===== src/source/aluPkg.sv =====
package aluPkg;

  localparam int xlen = 32;  // data path width
  localparam int ctlW = 6;   // ALU control code width

  // coarse class produced by decode
  typedef enum logic [2:0] {
    memAddr  = 3'b000,
    branch   = 3'b001,
    regReg   = 3'b010,
    upperImm = 3'b011,
    regImm   = 3'b110
  } aluOp_e;

  typedef enum logic [ctlW-1:0] {
    ctlAnd    = 6'b000000,
    ctlOr     = 6'b000001,
    ctlAdd    = 6'b000010,
    ctlSll    = 6'b000011,
    ctlSrl    = 6'b000100,
    ctlXor    = 6'b000101,
    ctlSub    = 6'b000110,
    ctlSra    = 6'b000111,
    ctlBeq    = 6'b001000,
    ctlBne    = 6'b001001,
    ctlBlt    = 6'b001010,
    ctlBge    = 6'b001011,
    ctlBltu   = 6'b001100,
    ctlBgeu   = 6'b001101,
    ctlMul    = 6'b010000,
    ctlMulh   = 6'b010001,
    ctlMulhsu = 6'b010010,
    ctlMulhu  = 6'b010011,
    ctlDiv    = 6'b010100,
    ctlDivu   = 6'b010101,
    ctlRem    = 6'b010110,
    ctlRemu   = 6'b010111,
    ctlSlt    = 6'b100101,
    ctlSltu   = 6'b100110
  } aluCtl_e;

  // queue entry, 71 bits
  typedef struct packed {
    logic [ctlW-1:0] aluCtl;
    logic [xlen-1:0] opA;
    logic [xlen-1:0] opB;
    logic            isBranch;
  } execReq_t;

endpackage

===== src/source/execBus.sv =====
`timescale 1ns/1ns

interface execBus;
  logic                       valid;     // strobe, or non-empty at the queue head
  logic [aluPkg::ctlW-1:0]    aluCtl;
  logic [aluPkg::xlen-1:0]    opA;
  logic [aluPkg::xlen-1:0]    opB;
  logic                       isBranch;

  modport source (
    output valid, aluCtl, opA, opB, isBranch
  );

  modport sink (
    input valid, aluCtl, opA, opB, isBranch
  );

endinterface


===== src/source/execUnit.sv =====
`timescale 1ns/1ns

module execUnit #(
  parameter int queueDepth = 4
) (
  input  logic                    clk,
  input  logic                    arstN,
  input  logic                    instrValid,
  input  logic [31:0]             instr,
  input  logic [aluPkg::xlen-1:0] rs1Val,
  input  logic [aluPkg::xlen-1:0] rs2Val,
  output logic                    resValid,
  output logic [aluPkg::xlen-1:0] result,
  output logic                    brTaken,
  output logic                    overflow
);

  logic pop;

  execBus decBus ();  // decode to queue
  execBus headBus ();  // queue head to execute

  opDecode u_opDecode (
    .clk        (clk),
    .arstN      (arstN),
    .instrValid (instrValid),
    .instr      (instr),
    .rs1Val     (rs1Val),
    .rs2Val     (rs2Val),
    .req        (decBus.source)
  );

  issueQueue #(
    .queueDepth (queueDepth),
    .payload_t  (aluPkg::execReq_t)
  ) u_issueQueue (
    .clk      (clk),
    .arstN    (arstN),
    .push     (decBus.sink),
    .head     (headBus.source),
    .pop      (pop),
    .overflow (overflow)
  );

  aluExecute u_aluExecute (
    .clk      (clk),
    .arstN    (arstN),
    .head     (headBus.sink),
    .pop      (pop),
    .resValid (resValid),
    .result   (result),
    .brTaken  (brTaken)
  );

endmodule


===== src/source/aluExecute.sv =====
`timescale 1ns/1ns

module aluExecute (
  input  logic                    clk,
  input  logic                    arstN,
  execBus.sink                    head,
  output logic                    pop,
  output logic                    resValid,
  output logic [aluPkg::xlen-1:0] result,
  output logic                    brTaken
);

  logic [aluPkg::xlen-1:0] a;
  logic [aluPkg::xlen-1:0] b;
  logic [aluPkg::xlen-1:0] aluRes;
  logic                    taken;
  logic                    isMul;
  logic                    busy;       // second multiply cycle
  logic                    mulHigh;
  logic                    signA;
  logic                    signB;
  logic signed [65:0]      product;
  logic [63:0]             mulProd;

  assign a = head.opA;
  assign b = head.opB;

  assign isMul = (head.aluCtl[5:2] == 4'b0100);  // mul..mulhu
  assign pop   = head.valid && !busy;

  // sign extension to 33 bits covers all four multiply flavours
  assign signA   = (head.aluCtl != aluPkg::ctlMulhu);
  assign signB   = (head.aluCtl == aluPkg::ctlMul) || (head.aluCtl == aluPkg::ctlMulh);
  assign product = $signed({signA & a[31], a}) * $signed({signB & b[31], b});

  always_comb begin
    aluRes = '0;
    taken  = 1'b0;
    case (head.aluCtl)
      aluPkg::ctlAnd:  aluRes = a & b;
      aluPkg::ctlOr:   aluRes = a | b;
      aluPkg::ctlXor:  aluRes = a ^ b;
      aluPkg::ctlAdd:  aluRes = a + b;
      aluPkg::ctlSub:  aluRes = a - b;
      aluPkg::ctlSll:  aluRes = a << b[4:0];
      aluPkg::ctlSrl:  aluRes = a >> b[4:0];
      aluPkg::ctlSra:  aluRes = $signed(a) >>> b[4:0];
      aluPkg::ctlSlt:  aluRes = {31'b0, $signed(a) < $signed(b)};
      aluPkg::ctlSltu: aluRes = {31'b0, a < b};
      aluPkg::ctlBeq:  taken = (a == b);
      aluPkg::ctlBne:  taken = (a != b);
      aluPkg::ctlBlt:  taken = ($signed(a) < $signed(b));
      aluPkg::ctlBge:  taken = ($signed(a) >= $signed(b));
      aluPkg::ctlBltu: taken = (a < b);
      aluPkg::ctlBgeu: taken = (a >= b);
      default:         aluRes = '0;  // div/rem and multiplies
    endcase
  end

  always_ff @(posedge clk or negedge arstN) begin
    if (!arstN) begin
      resValid <= 1'b0;
      busy     <= 1'b0;
    end else begin
      resValid <= (pop && !isMul) || busy;
      busy     <= pop && isMul;
    end
  end

  always_ff @(posedge clk) begin
    if (busy) begin
      result  <= mulHigh ? mulProd[63:32] : mulProd[31:0];
      brTaken <= 1'b0;
    end else if (pop) begin
      result  <= aluRes;
      brTaken <= head.isBranch && taken;
      if (isMul) begin
        mulProd <= product[63:0];  // first multiply cycle
        mulHigh <= (head.aluCtl != aluPkg::ctlMul);
      end
    end
  end

endmodule


===== src/source/issueQueue.sv =====
`timescale 1ns/1ns

module issueQueue #(
  parameter int  queueDepth = 4,
  parameter type payload_t  = aluPkg::execReq_t
) (
  input  logic   clk,
  input  logic   arstN,
  execBus.sink   push,
  execBus.source head,
  input  logic   pop,
  output logic   overflow
);

  localparam int ptrW = $clog2(queueDepth);

  payload_t        mem [queueDepth];
  payload_t        wrData;
  logic [ptrW-1:0] wrPtr;
  logic [ptrW-1:0] rdPtr;
  logic [ptrW:0]   count;
  logic            full;
  logic            doPush;
  logic            doPop;

  // payload packs in bus field order
  assign wrData = payload_t'({push.aluCtl, push.opA, push.opB, push.isBranch});
  assign {head.aluCtl, head.opA, head.opB, head.isBranch} = mem[rdPtr];
  assign head.valid = (count != '0);

  assign full   = (count == queueDepth[ptrW:0]);
  assign doPop  = pop && head.valid;
  assign doPush = push.valid && (!full || doPop);  // a pop frees the slot

  always_ff @(posedge clk) begin
    if (doPush) mem[wrPtr] <= wrData;
  end

  always_ff @(posedge clk or negedge arstN) begin
    if (!arstN) begin
      wrPtr    <= '0;
      rdPtr    <= '0;
      count    <= '0;
      overflow <= 1'b0;
    end else begin
      if (doPush) wrPtr <= wrPtr + 1'b1;  // wraps at power-of-two depth
      if (doPop) rdPtr <= rdPtr + 1'b1;
      case ({doPush, doPop})
        2'b10:   count <= count + 1'b1;
        2'b01:   count <= count - 1'b1;
        default: count <= count;
      endcase
      if (push.valid && !doPush) overflow <= 1'b1;  // sticky until reset
    end
  end

endmodule


===== src/source/opDecode.sv =====
`timescale 1ns/1ns

module opDecode (
  input  logic                    clk,
  input  logic                    arstN,
  input  logic                    instrValid,
  input  logic [31:0]             instr,
  input  logic [aluPkg::xlen-1:0] rs1Val,
  input  logic [aluPkg::xlen-1:0] rs2Val,
  execBus.source                  req
);

  localparam logic [6:0] opcLoad   = 7'b0000011;
  localparam logic [6:0] opcStore  = 7'b0100011;
  localparam logic [6:0] opcBranch = 7'b1100011;
  localparam logic [6:0] opcOp     = 7'b0110011;
  localparam logic [6:0] opcOpImm  = 7'b0010011;
  localparam logic [6:0] opcLui    = 7'b0110111;

  logic [6:0]              opcode;
  logic [2:0]              func3;
  logic [6:0]              func7;
  logic [6:0]              ctlFunc7;
  aluPkg::aluOp_e          aluOp;
  aluPkg::aluCtl_e         ctl;
  logic [aluPkg::xlen-1:0] immI;
  logic [aluPkg::xlen-1:0] immS;
  logic [aluPkg::xlen-1:0] immU;
  logic [aluPkg::xlen-1:0] imm;
  logic [aluPkg::xlen-1:0] opA;
  logic [aluPkg::xlen-1:0] opB;

  assign opcode = instr[6:0];
  assign func3  = instr[14:12];
  assign func7  = instr[31:25];

  assign immI = {{20{instr[31]}}, instr[31:20]};
  assign immS = {{20{instr[31]}}, instr[31:25], instr[11:7]};
  assign immU = {instr[31:12], 12'b0};

  always_comb begin
    case (opcode)
      opcLoad, opcStore: aluOp = aluPkg::memAddr;
      opcBranch:         aluOp = aluPkg::branch;
      opcOp:             aluOp = aluPkg::regReg;
      opcOpImm:          aluOp = aluPkg::regImm;
      opcLui:            aluOp = aluPkg::upperImm;
      default:           aluOp = aluPkg::memAddr;  // plain add
    endcase
  end

  assign imm = (opcode == opcStore) ? immS :
               (opcode == opcLui)   ? immU : immI;

  assign opA = (opcode == opcLui) ? '0 : rs1Val;
  assign opB = (opcode == opcOp || opcode == opcBranch) ? rs2Val : imm;

  // immediate bits overlap funct7 except on srli/srai
  assign ctlFunc7 = (opcode == opcOpImm && func3 != 3'b101) ? 7'b0 : func7;

  aluControl u_aluControl (
    .aluOp  (aluOp),
    .func3  (func3),
    .func7  (ctlFunc7),
    .result (ctl)
  );

  always_ff @(posedge clk or negedge arstN) begin
    if (!arstN) begin
      req.valid <= 1'b0;
    end else begin
      req.valid <= instrValid;
    end
  end

  always_ff @(posedge clk) begin
    if (instrValid) begin
      req.aluCtl   <= ctl;
      req.opA      <= opA;
      req.opB      <= opB;
      req.isBranch <= (aluOp == aluPkg::branch);
    end
  end

endmodule


===== src/source/aluControl.sv =====
`timescale 1ns/1ns

module aluControl (
  input  aluPkg::aluOp_e  aluOp,
  input  logic [2:0]      func3,
  input  logic [6:0]      func7,
  output aluPkg::aluCtl_e result
);

  always_comb begin
    result = aluPkg::ctlAdd;
    case (aluOp)
      aluPkg::memAddr:  result = aluPkg::ctlAdd;  // address generation
      aluPkg::upperImm: result = aluPkg::ctlAdd;  // lui, opA is zero
      aluPkg::branch: begin
        case (func3)
          3'b000:  result = aluPkg::ctlBeq;
          3'b001:  result = aluPkg::ctlBne;
          3'b100:  result = aluPkg::ctlBlt;
          3'b101:  result = aluPkg::ctlBge;
          3'b110:  result = aluPkg::ctlBltu;
          3'b111:  result = aluPkg::ctlBgeu;
          default: result = aluPkg::ctlAdd;
        endcase
      end
      aluPkg::regReg: begin
        if (func7[0]) begin  // M extension
          case (func3)
            3'b000:  result = aluPkg::ctlMul;
            3'b001:  result = aluPkg::ctlMulh;
            3'b010:  result = aluPkg::ctlMulhsu;
            3'b011:  result = aluPkg::ctlMulhu;
            3'b100:  result = aluPkg::ctlDiv;
            3'b101:  result = aluPkg::ctlDivu;
            3'b110:  result = aluPkg::ctlRem;
            default: result = aluPkg::ctlRemu;
          endcase
        end else begin
          case (func3)
            3'b000:  result = func7[5] ? aluPkg::ctlSub : aluPkg::ctlAdd;
            3'b001:  result = aluPkg::ctlSll;
            3'b010:  result = aluPkg::ctlSlt;
            3'b011:  result = aluPkg::ctlSltu;
            3'b100:  result = aluPkg::ctlXor;
            3'b101:  result = func7[5] ? aluPkg::ctlSra : aluPkg::ctlSrl;
            3'b110:  result = aluPkg::ctlOr;
            default: result = aluPkg::ctlAnd;
          endcase
        end
      end
      aluPkg::regImm: begin
        case (func3)
          3'b000:  result = aluPkg::ctlAdd;  // no subi
          3'b001:  result = aluPkg::ctlSll;
          3'b010:  result = aluPkg::ctlSlt;
          3'b011:  result = aluPkg::ctlSltu;
          3'b100:  result = aluPkg::ctlXor;
          3'b101:  result = func7[5] ? aluPkg::ctlSra : aluPkg::ctlSrl;
          3'b110:  result = aluPkg::ctlOr;
          default: result = aluPkg::ctlAnd;
        endcase
      end
      default: result = aluPkg::ctlAdd;
    endcase
  end

endmodule


===== config.mk =====
export PLATFORM = sky130hd
export DESIGN_NAME = execUnit
export DESIGN_NICKNAME = d
export VERILOG_FILES = /design/src/source/aluPkg.sv /design/src/source/execBus.sv /design/src/source/execUnit.sv /design/src/source/aluExecute.sv /design/src/source/issueQueue.sv /design/src/source/opDecode.sv /design/src/source/aluControl.sv
export SDC_FILE = /design/constraint.sdc
export NUM_CORES = 2
export LEC_CHECK = 0
export BUFFER_PORTS_ARGS = -buffer_cell sky130_fd_sc_hd__clkbuf_2
export CAP_MARGIN = 10
export CORE_ASPECT_RATIO = 0.7
export CORE_MARGIN = 2
export CORE_UTILIZATION = 40
export DETAILED_ROUTE_END_ITERATION = 6
export PLACE_DENSITY = 0.56
export SLEW_MARGIN = 20
export SYNTH_ARGS = -nofsm -noshare
export SYNTH_HDL_FRONTEND = slang
export SYNTH_SLANG_ARGS = --single-unit

===== constraint.sdc =====
create_clock -name clk -period 11.95 [get_ports clk]
set_input_delay 0.5975 -clock clk [delete_from_list [all_inputs] [get_ports clk]]
set_output_delay 0.5975 -clock clk [all_outputs]
set_load 0.02 [all_outputs]

==> results.json <==
{
  "status": "finished, final reports clean",
  "drtAntennaViolNets": 0,
  "grt_antenna_before_repair": 27,
  "vias": 48440,
  "post-route-min-period_ns": 11.68,
  "routed_via_density": 5.665,
  "r2r_start": "u_issueQueue.rdPtr[0]$_DFFE_PN0P_",
  "gp_routability_congestion": 1.016,
  "clockBufferDepth": 3,
  "die_footprint_um2": 160200,
  "groute.layer.met3.usage": 0.1316,
  "final_util": 0.4366,
  "hold_violations": 0,
  "post-route-drc-count": 0,
  "areaGrowthSynthToFinish_pct": 8.219,
  "synth-warning-count": 0,
  "post_synth_main_area_contributors": "sky130_fd_sc_hd__fa_1 (36%), sky130_fd_sc_hd__edfxtp_1 (22%), sky130_fd_sc_hd__inv_1 (7.1%)",
  "port_buffers": 133,
  "synth_largest_area_cell": "sky130_fd_sc_hd__fa_1",
  "wl_um": 240800,
  "cp_slowest_cell": "sky130_fd_sc_hd__o21ai_2",
  "gr-usage-all-layers": 0.3036,
  "grt_most_used_layer": "met1",
  "post_route_cells_drive_above_1_share": 0.09067,
  "setup_repair_after_global_routing_missed_its_margin": "no",
  "slew_headroom": 0.1497,
  "global_route.overflow_total": 0,
  "yosys_most_used_dff": "sky130_fd_sc_hd__edfxtp_1",
  "worst_pin_slew_ns": 1.270,
  "async_flop_share": 0.02371,
  "combined_area_of_all_synthesized_cells_um2": 62780,
  "report.final.slew_viol_count": 0,
  "cts_made_buffers": 47,
  "post_synth.cell_area_avg_um2": 9.816,
  "report.final.setup_viol": 0,
  "syn_nets": 7940,
  "floorplan.initialDensity": 0.4034,
  "timing.hold.worst.start": "rs1Val[29]",
  "grt_pass1_wl_um": 351500,
  "synth_enable_flop_cells": 452,
  "synth_largest_type_area_fraction": 0.3597,
  "synth-seq-cells": 464,
  "via_count_of_the_first_global_routing_pass": 49190,
  "skew_pair_late_insertion_delay_ns": 0.68,
  "cts_hold_repair.buffers": 1,
  "die_height_um": 335.5,
  "drtIter0Drc": 5943,
  "share_of_synthesized_area_occupied_by_flip_flops_and_latches": 0.2209,
  "grt_start_max_net_pins": 69,
  "drt-wirelength-per-cell_um": 28.16,
  "worstPathMaxFanout": 68,
  "grt_use_met2": 0.4116,
  "dp_hpwl_um": 192600,
  "core_um2": 155600,
  "tritoncts_num_sinks": 464,
  "detailedRoute.firstPassIterationCount": 6,
  "tritoncts_clock_tree": "done",
  "clkSlewWorstSetupHoldPaths_ns": 0.06,
  "globalRouteMet1Util": 0.4296,
  "critical_path_class": "reg -> reg",
  "data_arrival_time_of_the_critical_path_ns": 12.14,
  "io_pins": 134,
  "die_x_um": 477.5,
  "max_freq_ghz": 0.08564,
  "cts_max_level": 2,
  "worstSetupStartpoint": "u_issueQueue.rdPtr[0]$_DFFE_PN0P_",
  "cp_common_cell": "sky130_fd_sc_hd__fa_1",
  "synth.distinct_cells": 88,
  "cap_violations": 0,
  "ctsResizeCount": 0,
  "worst-endpoint-required_ns": 12.41,
  "fp-row-count": 121,
  "layout.cells.most_common": "sky130_fd_sc_hd__inv_1",
  "critical_path.startpoint_type": "flop",
  "clock_root_cell": "sky130_fd_sc_hd__clkbuf_16",
  "worstHoldPathType": "in -> reg",
  "critical_path.max_stage_delay_ns": 0.82,
  "fin_worst_skew_ns": 0.03310,
  "postCtsSetupRepairBufs": 0,
  "crit_path_end_kind": "flop",
  "post-route-period-util": 0.9772,
  "final_cell_mix": "sky130_fd_sc_hd__inv_1 (1,181), sky130_fd_sc_hd__fa_1 (1,128), sky130_fd_sc_hd__nand2_1 (937), sky130_fd_sc_hd__nor2_1 (530), sky130_fd_sc_hd__edfxtp_1 (452)",
  "gate_count_post_synth": 6396,
  "final_net_count": 7958
}
## synthesized netlist by cell type (15+ instances only)
cell type                  instances
sky130_fd_sc_hd__mux4_2           32
sky130_fd_sc_hd__buf_2            44
sky130_fd_sc_hd__mux2_2           78
sky130_fd_sc_hd__nor4_1           15
sky130_fd_sc_hd__a21o_1           37
sky130_fd_sc_hd__clkbuf_1        249
sky130_fd_sc_hd__o31ai_1          16
sky130_fd_sc_hd__a21oi_1         239
sky130_fd_sc_hd__nor2b_1          18
sky130_fd_sc_hd__o21ai_1          18
sky130_fd_sc_hd__o22ai_1          26
sky130_fd_sc_hd__o21bai_1         26
sky130_fd_sc_hd__a211oi_1         41
sky130_fd_sc_hd__o221ai_1         18
sky130_fd_sc_hd__and3_1           26
sky130_fd_sc_hd__mux2i_1         118
sky130_fd_sc_hd__o211ai_1         38
sky130_fd_sc_hd__buf_1            40
sky130_fd_sc_hd__nand2b_1         18
sky130_fd_sc_hd__nor2_1          533
sky130_fd_sc_hd__fa_1           1128
sky130_fd_sc_hd__a221o_1          21
sky130_fd_sc_hd__xnor2_1          65
sky130_fd_sc_hd__inv_2            17
sky130_fd_sc_hd__nor3_1           58
sky130_fd_sc_hd__inv_1          1186
sky130_fd_sc_hd__edfxtp_1        452
sky130_fd_sc_hd__nand3_1          44
sky130_fd_sc_hd__nand2_1         937
sky130_fd_sc_hd__ha_1            317
sky130_fd_sc_hd__nand4_1          15
sky130_fd_sc_hd__o21a_1           17
sky130_fd_sc_hd__and2_1           56
sky130_fd_sc_hd__a221oi_1         22
sky130_fd_sc_hd__a31oi_1          22
sky130_fd_sc_hd__xor2_1           19
sky130_fd_sc_hd__o21ai_0         185
## logic make-up after synthesis
kind of cell	share of synthesized area
buf+inv	0.09486
flops	0.2209
xor+xnor	0.01172
fa+ha+maj	0.4228
simple gates	0.1150
compound gates	0.08755
mux	0.04709
## final timing paths
check,to,slack (ns),cells past startpoint
worst max-delay path,u_aluExecute.mulProd[57]$_DFFE_PP_,0.27,30
worst min-delay path,u_opDecode.req.opA[29]$_SDFFCE_PP0P_,0.19,2
worst max register to register,u_aluExecute.mulProd[57]$_DFFE_PP_,0.27,30
worst min register to register,u_issueQueue.mem[1][21]$_DFFE_PP_,0.50,0
max in group asynchronous,u_issueQueue.rdPtr[0]$_DFFE_PN0P_,11.33,2
min in group asynchronous,u_issueQueue.wrPtr[1]$_DFFE_PN0P_,0.35,2
## flip-flops by register name (all words and copies together), names as in the netlist, 2 cells and up
name,count
u_issueQueue.mem,284
u_aluExecute.mulProd,64
u_aluExecute.result,32
u_opDecode.req.opA,32
u_opDecode.req.opB,32
u_opDecode.req.aluCtl,6
u_issueQueue.count,3
u_issueQueue.rdPtr,2
u_issueQueue.wrPtr,2
## routing by layer
metal	routed length, um	vias up	part of all wire
li1	-	20360	-
met1	100700	24680	0.42
met2	93260	2900	0.39
met3	36940	460	0.15
met4	9619	38	0.040
met5	230	-	0.00096
## worst max-delay path: cells and delay by family (launching register included)
kind	cells	cell delay (ns)
DFF	1	0.64
AOI/OAI and AO/OA	10	3.79
muxes	1	0.40
and+or+nand+nor	2	0.26
adders and majority gates	9	4.29
buffers and inverters	8	1.92
## cell type report
type / count / area, um2
fillers: 15150 / 87690
multi-input cells: 4375 / 43090
flip-flops and latches: 464 / 13880
inverters: 1215 / 4561
well taps: 2091 / 2616
repair buffers: 311 / 2085
clock buffers: 51 / 1191
clock inverters: 36 / 506.7
diodes: 7 / 17.52
## per-stage QoR
| stage | area, um2 | setup WS, ns | hold WS [ns] | setup TNS, ns | cells |
|---|---|---|---|---|---|
| final | 67940 | 0.2728 | 0.1938 | 0 | 8550 |
| after global routing | 67930 | 0.07341 | 0.1761 | 0 | 8543 |
| after CTS | 67900 | 0.3810 | 0.1573 | 0 | 8543 |
| after detailed placement | 66190 | 0.4089 | 0.4910 | 0 | 8455 |
| after global placement | 66120 | -0.2339 | 0.4760 | -0.3530 | 8452 |
| after floorplan | 62780 | 2.488 | 0.3019 | 0 | 6396 |
Power is left out: the tool's default activity adds up to more than one toggle a clock period on the data nets, which glitch-free logic cannot reach.
